==> src/hw/psram_pkg.sv <==
`default_nettype none

package psram_pkg;

    // Device command codes
    localparam logic [7:0] CMD_QUAD_ENTER = 8'h35;
    localparam logic [7:0] CMD_QUAD_READ  = 8'h EB;
    localparam logic [7:0] CMD_QUAD_WRITE = 8'h38;

    // Device geometry
    localparam int ADDR_W = 24;

    // Serial enter-quad command length in sck periods
    localparam int INIT_BITS = 8;

    // Quad phase lengths in nibbles, one nibble per sck period
    localparam int CMD_NIBBLES  = 2;
    localparam int ADDR_NIBBLES = ADDR_W / 4;
    localparam int READ_DUMMY   = 6;
    localparam int WORD_NIBBLES = 8;

    // Reader phase boundaries
    localparam int RD_DATA_FIRST = CMD_NIBBLES + ADDR_NIBBLES + READ_DUMMY;
    localparam int RD_LAST_NIB   = RD_DATA_FIRST + WORD_NIBBLES - 1;

    // Nibble counter width, wide enough for the longest transfer
    localparam int NIB_W = 5;

    typedef enum logic [1:0] {
        ST_INIT = 2'd0,
        ST_IDLE = 2'd1,
        ST_WAIT = 2'd2
    } ctrl_state_t;

endpackage

`default_nettype wire

==> src/hw/psram_io_if.sv <==
`timescale 1ns/1ps
`default_nettype none

// Pin-level bundle of one PSRAM bus driver
interface psram_io_if;

    logic       sck;
    logic       ce_n;
    logic [3:0] dout;
    // Single enable for all four data lines
    logic       douten;
    logic [3:0] din;

    modport phy (
        output sck,
        output ce_n,
        output dout,
        output douten,
        input  din
    );

    modport mux (
        input  sck,
        input  ce_n,
        input  dout,
        input  douten,
        output din
    );

endinterface

`default_nettype wire

==> src/hw/psram_qpi_init.sv <==
`timescale 1ns/1ps
`default_nettype none

// Sends the enter-quad command in SPI mode right after reset
module psram_qpi_init
    import psram_pkg::*;
(
    input  logic    clk_i,
    input  logic    rst_i,
    psram_io_if.phy io,
    output logic    init_done_o
);

    logic [7:0]                   cmd_sh;
    logic [$clog2(INIT_BITS)-1:0] bit_cnt;
    logic                         sck_q;

    always_ff @(posedge clk_i or posedge rst_i) begin
        if (rst_i) begin
            cmd_sh      <= CMD_QUAD_ENTER;
            bit_cnt     <= '0;
            sck_q       <= 1'b0;
            init_done_o <= 1'b0;
        end else if (!init_done_o) begin
            sck_q <= ~sck_q;
            // Next bit goes out as sck falls
            if (sck_q) begin
                cmd_sh <= {cmd_sh[6:0], 1'b0};
                if (bit_cnt == ($clog2(INIT_BITS))'(INIT_BITS - 1)) begin
                    init_done_o <= 1'b1;
                end else begin
                    bit_cnt <= bit_cnt + 1'b1;
                end
            end
        end
    end

    // Command stays selected for the whole sequence, MSB first on line 0
    assign io.sck    = sck_q;
    assign io.ce_n   = init_done_o;
    assign io.dout   = {3'b000, cmd_sh[7]};
    assign io.douten = 1'b1;

endmodule

`default_nettype wire

==> src/hw/psram_reader.sv <==
`timescale 1ns/1ps
`default_nettype none

// Quad fast read (EBh) of one 32-bit word
module psram_reader
    import psram_pkg::*;
(
    input  logic              clk_i,
    input  logic              rst_i,
    input  logic              start_i,
    input  logic [ADDR_W-1:0] addr_i,
    output logic              done_o,
    output logic [31:0]       data_o,
    psram_io_if.phy           io
);

    logic             busy;
    logic             setup;
    logic             sck_q;
    logic             ce_n_q;
    logic [NIB_W-1:0] nib_cnt;
    logic [31:0]      tx_sh;
    logic [31:0]      rx_sh;
    logic             in_data;

    assign in_data = (nib_cnt >= NIB_W'(RD_DATA_FIRST));

    // Control path with one setup clock before the first sck edge
    always_ff @(posedge clk_i or posedge rst_i) begin
        if (rst_i) begin
            busy    <= 1'b0;
            setup   <= 1'b0;
            sck_q   <= 1'b0;
            ce_n_q  <= 1'b1;
            nib_cnt <= '0;
            done_o  <= 1'b0;
        end else begin
            done_o <= 1'b0;
            if (!busy) begin
                if (start_i) begin
                    busy    <= 1'b1;
                    setup   <= 1'b1;
                    ce_n_q  <= 1'b0;
                    nib_cnt <= '0;
                end
            end else if (setup) begin
                setup <= 1'b0;
            end else if (!sck_q) begin
                sck_q <= 1'b1;
            end else begin
                sck_q <= 1'b0;
                if (nib_cnt == NIB_W'(RD_LAST_NIB)) begin
                    // Release chip select and report in the same clock
                    busy   <= 1'b0;
                    ce_n_q <= 1'b1;
                    done_o <= 1'b1;
                end else begin
                    nib_cnt <= nib_cnt + 1'b1;
                end
            end
        end
    end

    // Command and address shifter, one nibble per falling sck
    always_ff @(posedge clk_i) begin
        if (!busy && start_i) begin
            tx_sh <= {CMD_QUAD_READ, addr_i};
        end else if (busy && !setup && sck_q) begin
            tx_sh <= {tx_sh[27:0], 4'b0000};
        end
    end

    // Device drives on falling sck, so sample just before the next fall
    always_ff @(posedge clk_i) begin
        if (busy && !setup && sck_q && in_data) begin
            rx_sh <= {rx_sh[27:0], io.din};
        end
    end

    // First byte received lands in bits 7:0
    assign data_o = {rx_sh[7:0], rx_sh[15:8], rx_sh[23:16], rx_sh[31:24]};

    assign io.sck    = sck_q;
    assign io.ce_n   = ce_n_q;
    assign io.dout   = tx_sh[31:28];
    // Bus turns around after the address phase
    assign io.douten = busy && (nib_cnt < NIB_W'(CMD_NIBBLES + ADDR_NIBBLES));

endmodule

`default_nettype wire

==> src/hw/psram_writer.sv <==
`timescale 1ns/1ps
`default_nettype none

// Quad write (38h) of one, two or four bytes
module psram_writer
    import psram_pkg::*;
(
    input  logic              clk_i,
    input  logic              rst_i,
    input  logic              start_i,
    input  logic [ADDR_W-1:0] addr_i,
    input  logic [2:0]        size_i,
    input  logic [31:0]       data_i,
    output logic              done_o,
    psram_io_if.phy           io
);

    logic             busy;
    logic             setup;
    logic             sck_q;
    logic             ce_n_q;
    logic [NIB_W-1:0] nib_cnt;
    logic [NIB_W-1:0] last_nib;
    logic [63:0]      tx_sh;

    // Same sequencing as the reader, length set by the byte count
    always_ff @(posedge clk_i or posedge rst_i) begin
        if (rst_i) begin
            busy     <= 1'b0;
            setup    <= 1'b0;
            sck_q    <= 1'b0;
            ce_n_q   <= 1'b1;
            nib_cnt  <= '0;
            last_nib <= '0;
            done_o   <= 1'b0;
        end else begin
            done_o <= 1'b0;
            if (!busy) begin
                if (start_i) begin
                    busy     <= 1'b1;
                    setup    <= 1'b1;
                    ce_n_q   <= 1'b0;
                    nib_cnt  <= '0;
                    // Two nibbles per data byte
                    last_nib <= NIB_W'(CMD_NIBBLES + ADDR_NIBBLES - 1)
                                + NIB_W'({size_i, 1'b0});
                end
            end else if (setup) begin
                setup <= 1'b0;
            end else if (!sck_q) begin
                sck_q <= 1'b1;
            end else begin
                sck_q <= 1'b0;
                if (nib_cnt == last_nib) begin
                    busy   <= 1'b0;
                    ce_n_q <= 1'b1;
                    done_o <= 1'b1;
                end else begin
                    nib_cnt <= nib_cnt + 1'b1;
                end
            end
        end
    end

    // Byte 0 follows the address, high nibble first in every byte
    always_ff @(posedge clk_i) begin
        if (!busy && start_i) begin
            tx_sh <= {CMD_QUAD_WRITE, addr_i,
                      data_i[7:0], data_i[15:8], data_i[23:16], data_i[31:24]};
        end else if (busy && !setup && sck_q) begin
            tx_sh <= {tx_sh[59:0], 4'b0000};
        end
    end

    assign io.sck    = sck_q;
    assign io.ce_n   = ce_n_q;
    assign io.dout   = tx_sh[63:60];
    // Write never turns the bus around
    assign io.douten = busy;

endmodule

`default_nettype wire

==> src/hw/psram_ctrl_wb.sv <==
`timescale 1ns/1ps
`default_nettype none

// Wishbone slave front end for a quad-SPI PSRAM
module psram_ctrl_wb
    import psram_pkg::*;
(
    input  logic        clk_i,
    input  logic        rst_i,
    input  logic [31:0] adr_i,
    input  logic [31:0] dat_i,
    output logic [31:0] dat_o,
    input  logic [3:0]  sel_i,
    input  logic        cyc_i,
    input  logic        stb_i,
    input  logic        we_i,
    output logic        ack_o,

    output logic        sck_o,
    output logic        ce_n_o,
    input  logic [3:0]  din_i,
    output logic [3:0]  dout_o,
    output logic [3:0]  douten_o
);

    ctrl_state_t       state;
    logic              wb_valid;
    logic              init_done;
    logic              rd_start;
    logic              wr_start;
    logic              rd_done;
    logic              wr_done;
    logic              eng_done;
    logic              is_wr;
    logic [2:0]        wr_size;
    logic [1:0]        wr_lane;
    logic [31:0]       wr_data;
    logic [ADDR_W-1:0] wr_addr;
    logic [ADDR_W-1:0] rd_addr;

    psram_io_if io_init ();
    psram_io_if io_rd ();
    psram_io_if io_wr ();

    assign wb_valid = cyc_i && stb_i;
    assign eng_done = is_wr ? wr_done : rd_done;

    always_ff @(posedge clk_i or posedge rst_i) begin
        if (rst_i) begin
            state    <= ST_INIT;
            rd_start <= 1'b0;
            wr_start <= 1'b0;
            is_wr    <= 1'b0;
        end else begin
            rd_start <= 1'b0;
            wr_start <= 1'b0;
            case (state)
                ST_INIT: begin
                    if (init_done) begin
                        state <= ST_IDLE;
                    end
                end
                ST_IDLE: begin
                    if (wb_valid) begin
                        state    <= ST_WAIT;
                        is_wr    <= we_i;
                        rd_start <= ~we_i;
                        wr_start <= we_i;
                    end
                end
                ST_WAIT: begin
                    if (eng_done) begin
                        state <= ST_IDLE;
                    end
                end
                default: state <= ST_INIT;
            endcase
        end
    end

    assign ack_o = (state == ST_WAIT) && eng_done;

    // Byte count and lowest lane from the byte selects
    always_comb begin
        case (sel_i)
            4'b0001: {wr_size, wr_lane} = {3'd1, 2'd0};
            4'b0010: {wr_size, wr_lane} = {3'd1, 2'd1};
            4'b0100: {wr_size, wr_lane} = {3'd1, 2'd2};
            4'b1000: {wr_size, wr_lane} = {3'd1, 2'd3};
            4'b0011: {wr_size, wr_lane} = {3'd2, 2'd0};
            4'b1100: {wr_size, wr_lane} = {3'd2, 2'd2};
            default: {wr_size, wr_lane} = {3'd4, 2'd0};
        endcase
    end

    // Selected bytes moved down to the low end
    assign wr_data = dat_i >> {wr_lane, 3'b000};
    assign wr_addr = {adr_i[ADDR_W-1:2], wr_lane};
    assign rd_addr = {adr_i[ADDR_W-1:2], 2'b00};

    psram_qpi_init u_init (
        .clk_i       (clk_i),
        .rst_i       (rst_i),
        .io          (io_init),
        .init_done_o (init_done)
    );

    psram_reader u_reader (
        .clk_i   (clk_i),
        .rst_i   (rst_i),
        .start_i (rd_start),
        .addr_i  (rd_addr),
        .done_o  (rd_done),
        .data_o  (dat_o),
        .io      (io_rd)
    );

    psram_writer u_writer (
        .clk_i   (clk_i),
        .rst_i   (rst_i),
        .start_i (wr_start),
        .addr_i  (wr_addr),
        .size_i  (wr_size),
        .data_i  (wr_data),
        .done_o  (wr_done),
        .io      (io_wr)
    );

    // Incoming data reaches every driver
    assign io_init.din = din_i;
    assign io_rd.din   = din_i;
    assign io_wr.din   = din_i;

    // Pins follow init until it is done and then the engine of the accepted request
    always_comb begin
        if (!init_done) begin
            sck_o    = io_init.sck;
            ce_n_o   = io_init.ce_n;
            dout_o   = io_init.dout;
            douten_o = {4{io_init.douten}};
        end else if (is_wr) begin
            sck_o    = io_wr.sck;
            ce_n_o   = io_wr.ce_n;
            dout_o   = io_wr.dout;
            douten_o = {4{io_wr.douten}};
        end else begin
            sck_o    = io_rd.sck;
            ce_n_o   = io_rd.ce_n;
            dout_o   = io_rd.dout;
            douten_o = {4{io_rd.douten}};
        end
    end

endmodule

`default_nettype wire

==> config.mk <==
export PLATFORM = sky130hd
export DESIGN_NAME = psram_ctrl_wb
export DESIGN_NICKNAME = d
export VERILOG_FILES = /design/src/hw/psram_pkg.sv /design/src/hw/psram_io_if.sv /design/src/hw/psram_qpi_init.sv /design/src/hw/psram_reader.sv /design/src/hw/psram_writer.sv /design/src/hw/psram_ctrl_wb.sv
export SDC_FILE = /design/constraint.sdc
export NUM_CORES = 1
export LEC_CHECK = 0
export ABC_AREA = 1
export BUFFER_PORTS_ARGS = -buffer_cell sky130_fd_sc_hd__buf_2
export CAP_MARGIN = 20
export CORE_MARGIN = 2
export CORE_UTILIZATION = 55
export DETAILED_ROUTE_END_ITERATION = 16
export PLACE_DENSITY = 0.78
export SETUP_SLACK_MARGIN = 0.3
export SYNTH_ARGS = -nofsm -noshare
export SYNTH_HDL_FRONTEND = slang
export SYNTH_SLANG_ARGS = --single-unit
==> constraint.sdc <==
create_clock -name clk_i -period 3.71 [get_ports clk_i]
set_input_delay 0.1855 -clock clk_i [delete_from_list [all_inputs] [get_ports clk_i]]
set_output_delay 0.1855 -clock clk_i [all_outputs]
set_load 0.01 [all_outputs]
==> results of run 1 <==
==> synthesized netlist by cell type, types with 2 or more instances <==
master,number
a21oi_1,32
a22oi_1,6
a22oi_2,2
buf_2,9
buf_4,5
buf_6,7
clkbuf_1,9
clkbuf_2,2
dfrtp_1,36
dfstp_2,6
dfxtp_1,16
edfxtp_1,110
ha_1,7
inv_1,90
inv_2,4
mux2_2,2
nand2_1,144
nand2_2,3
nand2_4,2
nand3_1,25
nand4_1,6
nor2_1,45
o211ai_1,9
o211ai_2,3
o21ai_0,106
o21ai_1,3
o21ai_2,4
o22a_1,2
o22ai_1,3
xnor2_1,2
xor2_1,3
==> state kept, by name, indices dropped and copies added (netlist names), 2 cells and up <==
signal / flops
u_init.bit_cnt: 3
state: 2
u_writer.last_nib: 4
u_reader.nib_cnt: 5
u_writer.tx_sh: 64
u_reader.tx_sh: 30
u_init.cmd_sh: 8
u_writer.nib_cnt: 5
u_reader.rx_sh: 32
==> worst paths after layout <==
check                              startpoint                  to  slack [ps]  cells after the start
min in group asynchronous               rst_i      u_reader.setup         440                      4
hold reg to reg             u_reader.rx_sh[8]  u_reader.rx_sh[12]         440                      0
setup / recovery           u_writer.io.douten  u_writer.tx_sh[26]        1380                      7
max in group asynchronous               rst_i    u_init.cmd_sh[0]        2900                      4
hold / removal                          stb_i            state[0]          70                      4
setup reg to reg           u_writer.io.douten  u_writer.tx_sh[26]        1380                      7
==> through the flow <==
| stage | instances | hold WS (ps) | setup WS [ps] |
|---|---|---|---|
| after floorplan | 713 | 263.1 | 959.7 |
| after global placement | 971 | 342.0 | 1446 |
| after detailed placement | 971 | 356.6 | 1402 |
| after CTS | 1009 | 56.40 | 1384 |
| after global routing | 1009 | 72.22 | 1172 |
| final | 1009 | 66.27 | 1381 |
==> layer usage <==
layer  vias to the layer above  routed length (um)
met4                         0                 210
met2                       172                6979
met1                      2464                6041
met5                         -                   0
li1                       2613                   -
met3                        19                 763
==> power by group <==
part           internal [uW]  switching, uW  leakage [uW]  total, uW
Clock                   1070            726      0.000281       1790
Combinational           45.4           65.7       0.00205        111
Sequential              1980          0.523       0.00163       1980
==> area by class of cell <==
class                           instances  area (sq um)
Multi-Input combinational cell        417          2097
Sequential cell                       168          4682
Tap cell                              176         220.2
Timing Repair Buffer                  121         650.6
Inverter                               95         357.8
Clock buffer                           19         432.9
Clock inverter                         13         166.4
Fill cell                             983          4531
==> kinds of logic after synthesis <==
| group | share of synthesized area (%) |
|---|---|
| xor gates and xnor gates | 0.5959 |
| DFF | 63.69 |
| and+or+nand+nor | 13.19 |
| adders and majority gates | 1.191 |
| AOI/OAI and AO/OA | 13.16 |
| muxes | 0.3064 |
| buffers and inverters | 7.864 |
==> tightest hold or removal path, stage by stage <==
cell and delay [ps]:
buf_2 80, nand2_1 60, nand2_1 60, o21ai_0 70
==> repair_timing <==
| action | in CTS | in global routing |
|---|---|---|
| setup endpoints to repair | 0 | 0 |
| hold buffers | 6 | 0 |
| hold endpoints to repair | 42 | 0 |
==> impl_metrics.yaml, run 1 <==
outcome:
  status: "completed"
timing:
  hold_violations: 0
  slew_headroom_pct: 53.57
  setup_tns_ps: 0
  worst_pin_slew_ps: 693.8
  rsz0062_at_grt: "no"
  finalCriticalPeriod_ps: 2329
  maxSlewViolCount: 0
  timing.final.crit_share_pct: 62.77
  timing.fmax_ghz: 0.4294
  fin_skew_ps: 11.96
  setup_viol: 0
cts:
  cts_setup_buffers: 0
  cts_buffers: 17
  clk_latency_ps: 420
  clock_sinks: 168
  cts_tree: "done"
  cts_resized: 0
  cts_root_buf: "clkbuf_16"
  htreeDepth: 4
  clkSlewWorstSetupHoldPaths_ps: 60
  clk_path_buf_depth: 2
global_route:
  use_met1_pct: 26.10
  antenna_found_initial: 0
  grt-busiest-layer: "met2"
  grt_max_degree: 52
  grt_use_met3_pct: 5.181
  met2_usage_pct: 33.96
  gr-usage-all-layers_pct: 20.38
  grt_pass1_wl_mm: 23.03
  grt_pass1_vias: 5012
  grt_remaining_overflow: 0
worst_setup_path:
  crit_buf_inv: 3
  critPathMaxStageDelay_ps: 490
  cp-start-kind: "flop"
  cp_top_family: "simple AND/OR/NAND/NOR gates"
  cpMostUsedCell: "inv_2"
  cp_max_fo: 47
  worstSetupPathType: "flop to flop"
  end_kind: "flop"
  critPathArrivalTime_ps: 2490
  path_cells: "inv_2, nand2_4, inv_2, nand2_2, clkinv_2, o211ai_1, nand3_1"
  crit_required_ps: 3870
  cpMaxStageDelayCell: "dfrtp_1"
logic_synthesis:
  yosysTopAreaCell: "edfxtp_1"
  ys_ff_latch: 168
  ys_seq_area_share_pct: 63.69
  yosys.area.top_type_share_pct: 44.94
  yosysWarnings: 0
  synthCells: 713
  synthDistinctLibCells: 41
  synth.avg_cell_area_sq_um: 10.31
  synth_area_leaders: "edfxtp_1, dfrtp_1, nand2_1"
  async_flop_share_pct: 25.00
  ys.flop_type: "edfxtp_1"
  synth_nets: 797
  netlist_area_sq_um: 7351
  synth_edf_count: 110
layout:
  fin_util_pct: 65.51
  nets: 904
  layout_common_cells: "nand2_1, edfxtp_1, buf_2"
  syn2layout_area_growth_pct: 17.09
  layout_commonest_cell: "nand2_1"
  stdcell_area_sq_um: 8607
  antenna_cells: 0
  drive_gt1_share_pct: 21.37
floorplan:
  io_pins: 120
  start_util_pct: 55.95
  rows: 42
  core_area_sq_um: 13140
  die-area_sq_um: 14310
  chipWidth_um: 119.6
  die_h_um: 119.6
flow_run:
  cap_violations: 0
placement:
  portBuffers: 109
  globalplace.congestion: 0.8325
  hpwl_mm: 9.284
  placed_area_sq_um: 7948
route:
  vias: 5268
  wirelength_mm: 13.99
  viasPerCell: 5.221
  detail_route.wl_per_cell_um: 13.87
  ant_nets: 0
  firstDrtPassIters: 5
  drcViolationCount: 0
  drt_iter0_drc: 378
power:
  ir_drop_uv: 351.6
  powerDensity_nw_per_um2: 450.9
  power.total_uw: 3881
  p_leak_uw: 0.003961
min_path:
  holdCritPathClass: "input port to flop"
Power figures use the tool's default switching activity.
==> run 2, diff against run 1 <==
- ABC_AREA: 1 -> 0
- CORE_UTILIZATION: 55 -> 51
- PLACE_DENSITY: 0.78 -> 0.76
- clock period: 3.71 -> 2.1 ns (I/O delays scaled with it)
==> impl_metrics.yaml, run 2 <==
worst_setup_path:
  path_cells: "xnor2_1, o2111ai_4, and4_1, a211o_1"
  cpMaxStageDelayCell: "dfrtp_1"
  worstSetupPathType: "flop to flop"
  cp_max_fo: 10
  critPathMaxStageDelay_ps: 420
  critPathArrivalTime_ps: 2030
  cp-start-kind: "flop"
  rrSetupSlack_ps: 380
  crit_required_ps: 2410
  end_kind: "flop"
logic_synthesis:
  synth.avg_cell_area_sq_um: 11.94
  yosysTopAreaCell: "edfxtp_1"
  synthCells: 607
  yosys.area.top_type_share_pct: 45.59
  netlist_area_sq_um: 7246
  ys.flop_type: "edfxtp_1"
  synth_area_leaders: "edfxtp_1, dfrtp_1, nand2_1"
  synthDistinctLibCells: 49
  synth_edf_count: 110
  async_flop_share_pct: 25.00
  ys_seq_area_share_pct: 64.62
  synth_common_cells: "nand2_1, edfxtp_1, dfrtp_1, o21ai_0, nor2_1"
  synth_nets: 691
  ys_ff_latch: 168
  synth_most_common_cell: "nand2_1"
  yosysWarnings: 0
cts:
  cts_buffers: 17
  clk_latency_ps: 420
  cts_tree: "done"
  clock_sinks: 168
  cts_root_buf: "clkbuf_16"
  clkSlewWorstSetupHoldPaths_ps: 70
  clk_path_buf_depth: 2
  htreeDepth: 4
layout:
  fill_cells: 996
  stdcell_count: 950
  layout_commonest_cell: "nand2_1"
  syn2layout_area_growth_pct: 26.20
  nets: 841
  reg_top3: "u_writer.tx_sh: 64 flops, u_reader.rx_sh: 32 flops, u_reader.tx_sh: 30 flops"
  drive_gt1_share_pct: 27.01
  layout_common_cells: "nand2_1, edfxtp_1, buf_2"
  largest_register: "u_writer.tx_sh"
  antenna_cells: 0
  stdcell_area_sq_um: 9144
  largest_reg_flops: 64
timing:
  worst_slack_ps: 379.5
  rsz0062_at_grt: "no"
  timing.final.crit_share_pct: 81.93
  worst_pin_slew_ps: 535.3
  setup_viol: 0
  maxSlewViolCount: 0
  timing.fmax_ghz: 0.5812
  slew_headroom_pct: 64.32
  holdWs_ps: 22.16
  setup_tns_ps: 0
  finalCriticalPeriod_ps: 1720
  fin_skew_ps: 5.797
  hold_violations: 0
placement:
  placed_cells: 882
  portBuffers: 109
  hpwl_mm: 9.782
  placed_area_sq_um: 8087
  dp_slack_ps: 54.73
  globalplace.congestion: 0.8144
floorplan:
  chipWidth_um: 123.2
  rows: 43
  die-area_sq_um: 15180
  core_area_sq_um: 13880
  start_util_pct: 52.20
  die_h_um: 123.2
  io_pins: 120
global_route:
  grt_remaining_overflow: 0
  grt_pass1_vias: 5102
  grt_max_degree: 43
  antenna_found_initial: 0
  gr-usage-all-layers_pct: 20.87
  grt_pass1_wl_mm: 24.35
route:
  wirelength_mm: 15.04
  viasPerCell: 5.329
  drcViolationCount: 0
  ant_nets: 0
  drt_iter0_drc: 352
  vias: 5063
  firstDrtPassIters: 5
  detail_route.wl_per_cell_um: 15.83
power:
  p_leak_uw: 0.003997
  ir_drop_uv: 736.2
  powerDensity_nw_per_um2: 1363
flow_run:
  cap_violations: 0
outcome:
  status: "completed"
min_path:
  holdCritPathClass: "input port to flop"
run 2: cell types whose count changed in the layout (fill, tap and decap cells not counted), sizes merged, moves of 8 or more:
cell         before  now
mux2i             0   23
nand2           149  179
a21oi            32   14
mux2              2   17
o211ai           12    1
dlygate4sd3       6   30
and2              0   11
buf             115  134
nor2             47   26
nand3            26    5
mux4              0    8
o21ai           113   33
inv              99   11
run 2: kinds of logic after synthesis:
kind of cell,share of synthesized area (%)
compound gates,6.459
xor+xnor,1.451
fa+ha+maj,1.209
buf+inv,2.607
flops,64.62
mux,8.461
simple gates,15.20
run 2: metal layers:
| metal | vias up | global-route usage [%] | share of wire (%) |
|---|---|---|---|
| met2 | 145 | 34.62 | 52 |
| met3 | 20 | 4.797 | 4.7 |
| met5 | - | 0 | 0 |
| met1 | 2466 | 27.05 | 42 |
| li1 | 2432 | - | - |
| met4 | 0 | 7.386 | 1.4 |
run 2: path summary, 6_finish.rpt:
path,start,end,cells after the start
max,u_writer.nib_cnt[4],u_writer.nib_cnt[4],4
min,dat_i[25],u_writer.tx_sh[1],2
max reg2reg,u_writer.nib_cnt[4],u_writer.nib_cnt[4],4
min reg2reg,u_reader.tx_sh[23],u_reader.tx_sh[27],2
max in group asynchronous,rst_i,is_wr,4
min in group asynchronous,rst_i,u_init.io.sck,4
run 2: critical path, delay by kind of cell (launching register included):
kind | cells | cell delay, ps
flops | 1 | 420
xor+xnor | 1 | 370
compound gates | 2 | 560
simple gates | 1 | 260
run 2: cell type report:
cell class                 instances  area (sq um)  area share [%]
clock buffer                      17         425.4           4.652
inverter                           7         26.28          0.2874
multi-input combinational        399          2455           26.85
tap                              180         225.2           2.463
clock inverter                    15         245.2           2.682
timing repair buffer             164          1084           11.85
sequential                       168          4683           51.22
run 2: report_power, final:
group	leakage [uW]	internal (uW)	switching, uW
combinational	0.00200	1380	1820
sequential	0.00167	5130	598
clock	0.000321	2240	1290
run 2: what timing repair did:
item	CTS	global route
setup buffers	0	6
resized for setup	5	4
pin swaps	0	1
setup endpoints to repair	24	59
hold endpoints to repair	87	0
hold buffers	30	0
run 2: stage by stage:
stage | utilization [%] | total power, uW
5_1_grt | 65.87 | 13200
3_3_place_gp | 58.26 | 8569
2_1_floorplan | - | 7720
4_1_cts | 65.38 | 12420
6_report | 65.87 | 12460
3_5_place_dp | 58.26 | 8801
==> run 3, diff against run 2 <==
- ABC_AREA: 0 -> 1
- clock period: 2.1 -> 1.56 ns (I/O delays scaled with it)
==> impl_metrics.yaml, run 3 (synthesized netlist as in run 1, its figures left out) <==
outcome:
  status: "finished with violations"
  violations: "hold timing, setup timing"
timing:
  setup_viol: 12
  maxSlewViolCount: 0
  slew_headroom_pct: 62.13
  worst_pin_slew_ps: 568.1
  timing.final.crit_share_pct: 110.7
  rsz0062_at_grt: "yes"
  setup_tns_ps: -434.9
  fin_skew_ps: 14.90
  timing.fmax_ghz: 0.5790
  worst_slack_ps: -167.2
  holdWs_ps: -8.577
  finalCriticalPeriod_ps: 1727
  hold_violations: 1
cts:
  clkSlewWorstSetupHoldPaths_ps: 80
  htreeDepth: 4
  clk_latency_ps: 450
  clk_path_buf_depth: 2
  clock_sinks: 168
  cts_buffers: 17
  cts_tree: "done"
  cts_root_buf: "clkbuf_16"
worst_setup_path:
  cpMostUsedCell: "buf_12"
  path_cells: "inv_2, buf_6, nand2_8, buf_12, nor2_4, buf_12, a22oi_2, o21ai_1"
  end_kind: "flop"
  cp_top_family: "buffers and inverters"
  r2r_start: "u_writer.io.douten"
  rrSetupSlack_ps: -170
  critPathMaxStageDelay_ps: 380
  cp_max_fo: 8
  worstSetupPathType: "flop to flop"
  reg2regPathDepth: 8
  crit_required_ps: 1720
  crit_buf_inv: 4
  critPathArrivalTime_ps: 1880
  r2r_end: "u_writer.tx_sh[18]"
  cp-start-kind: "flop"
  cpMaxStageDelayCell: "dfrtp_1"
floorplan:
  io_pins: 120
  chipWidth_um: 124.1
  die-area_sq_um: 15390
  die_h_um: 124.1
  core_area_sq_um: 13990
  rows: 43
  start_util_pct: 52.55
layout:
  fin_util_pct: 84.69
  multi_input_area_sq_um: 3261
  antenna_cells: 0
  layout_common_cells: "edfxtp_1, buf_2, inv_1"
  stdcell_count: 1157
  fill_cells: 569
  layout_commonest_cell: "edfxtp_1"
  largest_reg_flops: 64
  nets: 1048
  register_area_sq_um: 4690
  reg_top3: "u_writer.tx_sh: 64 flops, u_reader.rx_sh: 32 flops, u_reader.tx_sh: 30 flops"
  syn2layout_area_growth_pct: 61.16
  drive_gt1_share_pct: 50.77
  largest_register: "u_writer.tx_sh"
  stdcell_area_sq_um: 11850
min_path:
  whs_path_depth: 3
  holdCritPathClass: "input port to flop"
  worstHoldStart: "adr_i[18]"
  min_to: "u_writer.tx_sh[50]"
global_route:
  grt_pass1_vias: 6100
  grt_max_degree: 43
  grt_remaining_overflow: 0
  gr-usage-all-layers_pct: 27.17
  antenna_found_initial: 0
  grt_pass1_wl_mm: 31.13
route:
  ant_nets: 0
  vias: 7017
  detail_route.wl_per_cell_um: 24.02
  drt_iter0_drc: 764
  firstDrtPassIters: 7
  drcViolationCount: 0
  viasPerCell: 6.065
  wirelength_mm: 27.79
power:
  ir_drop_uv: 973.9
  p_leak_uw: 0.005173
  powerDensity_nw_per_um2: 837.2
placement:
  placed_area_sq_um: 8254
  portBuffers: 109
  placed_cells: 996
  globalplace.congestion: 0.8167
  hpwl_mm: 9.556
flow_run:
  cap_violations: 0
## run 3: layer usage
layer	track usage, %	part of all wire (%)
met5	0	0
met4	10.96	6.4
met3	6.181	8.4
met2	45.87	51
met1	33.87	35
## run 3: area by class of cell
type	instances	share of cell area, %
multi-input cells	420	27.52
clock buffers	17	3.591
repair buffers	262	22.11
inverters	95	3.390
flip-flops and latches	168	39.59
well taps	180	1.901
clock inverters	15	1.901
## run 3: timing repair
action                                  4_1_cts  5_1_grt
setup buffers                                45       26
endpoints found under the setup margin      199      230
gates resized for setup                     183      255
pin swaps                                    22       48
cloned                                       20        8
hold endpoints to repair                     68        1
hold buffers                                 29        1
## run 3: worst max path at each step
stage / from / to / depth (start not counted)
4_1_cts: is_wr / douten_o[1] / 4
5_1_grt: u_writer.io.douten / u_writer.tx_sh[18] / 8
6_report: u_writer.io.douten / u_writer.tx_sh[18] / 8
2_1_floorplan: u_reader.nib_cnt[0] / u_reader.rx_sh[0] / 4
3_5_place_dp: wr_start / u_writer.tx_sh[28] / 7
3_3_place_gp: wr_start / u_writer.tx_sh[28] / 7
## run 3: metrics by stage
| stage | total power, uW | worst slack (ps) | hold WS (ps) |
|---|---|---|---|
| final | 9918 | -167.2 | -8.577 |
| after global routing | 10100 | -171.9 | 13.55 |
| after CTS | 9652 | 41.71 | 1.055 |
| after detailed placement | 5051 | 108.0 | 248.2 |
| after global placement | 5049 | 141.7 | 243.9 |
| after floorplan | 4926 | -131.6 | 155.6 |
## run 3: worst register-to-register path: stages, from the launching register on
cell and delay [ps]:
dfrtp_1 380, inv_2 70, buf_6 130, nand2_8 130
buf_12 170, nor2_4 60, buf_12 140, a22oi_2 170
o21ai_1 190
## run 3: report_power, final
part / internal, uW / leakage, uW / switching, uW / total, uW
combinational: 154 / 0.00325 / 240 / 394
clock: 2850 / 0.000306 / 1970 / 4820
sequential: 4700 / 0.00162 / 2.06 / 4700
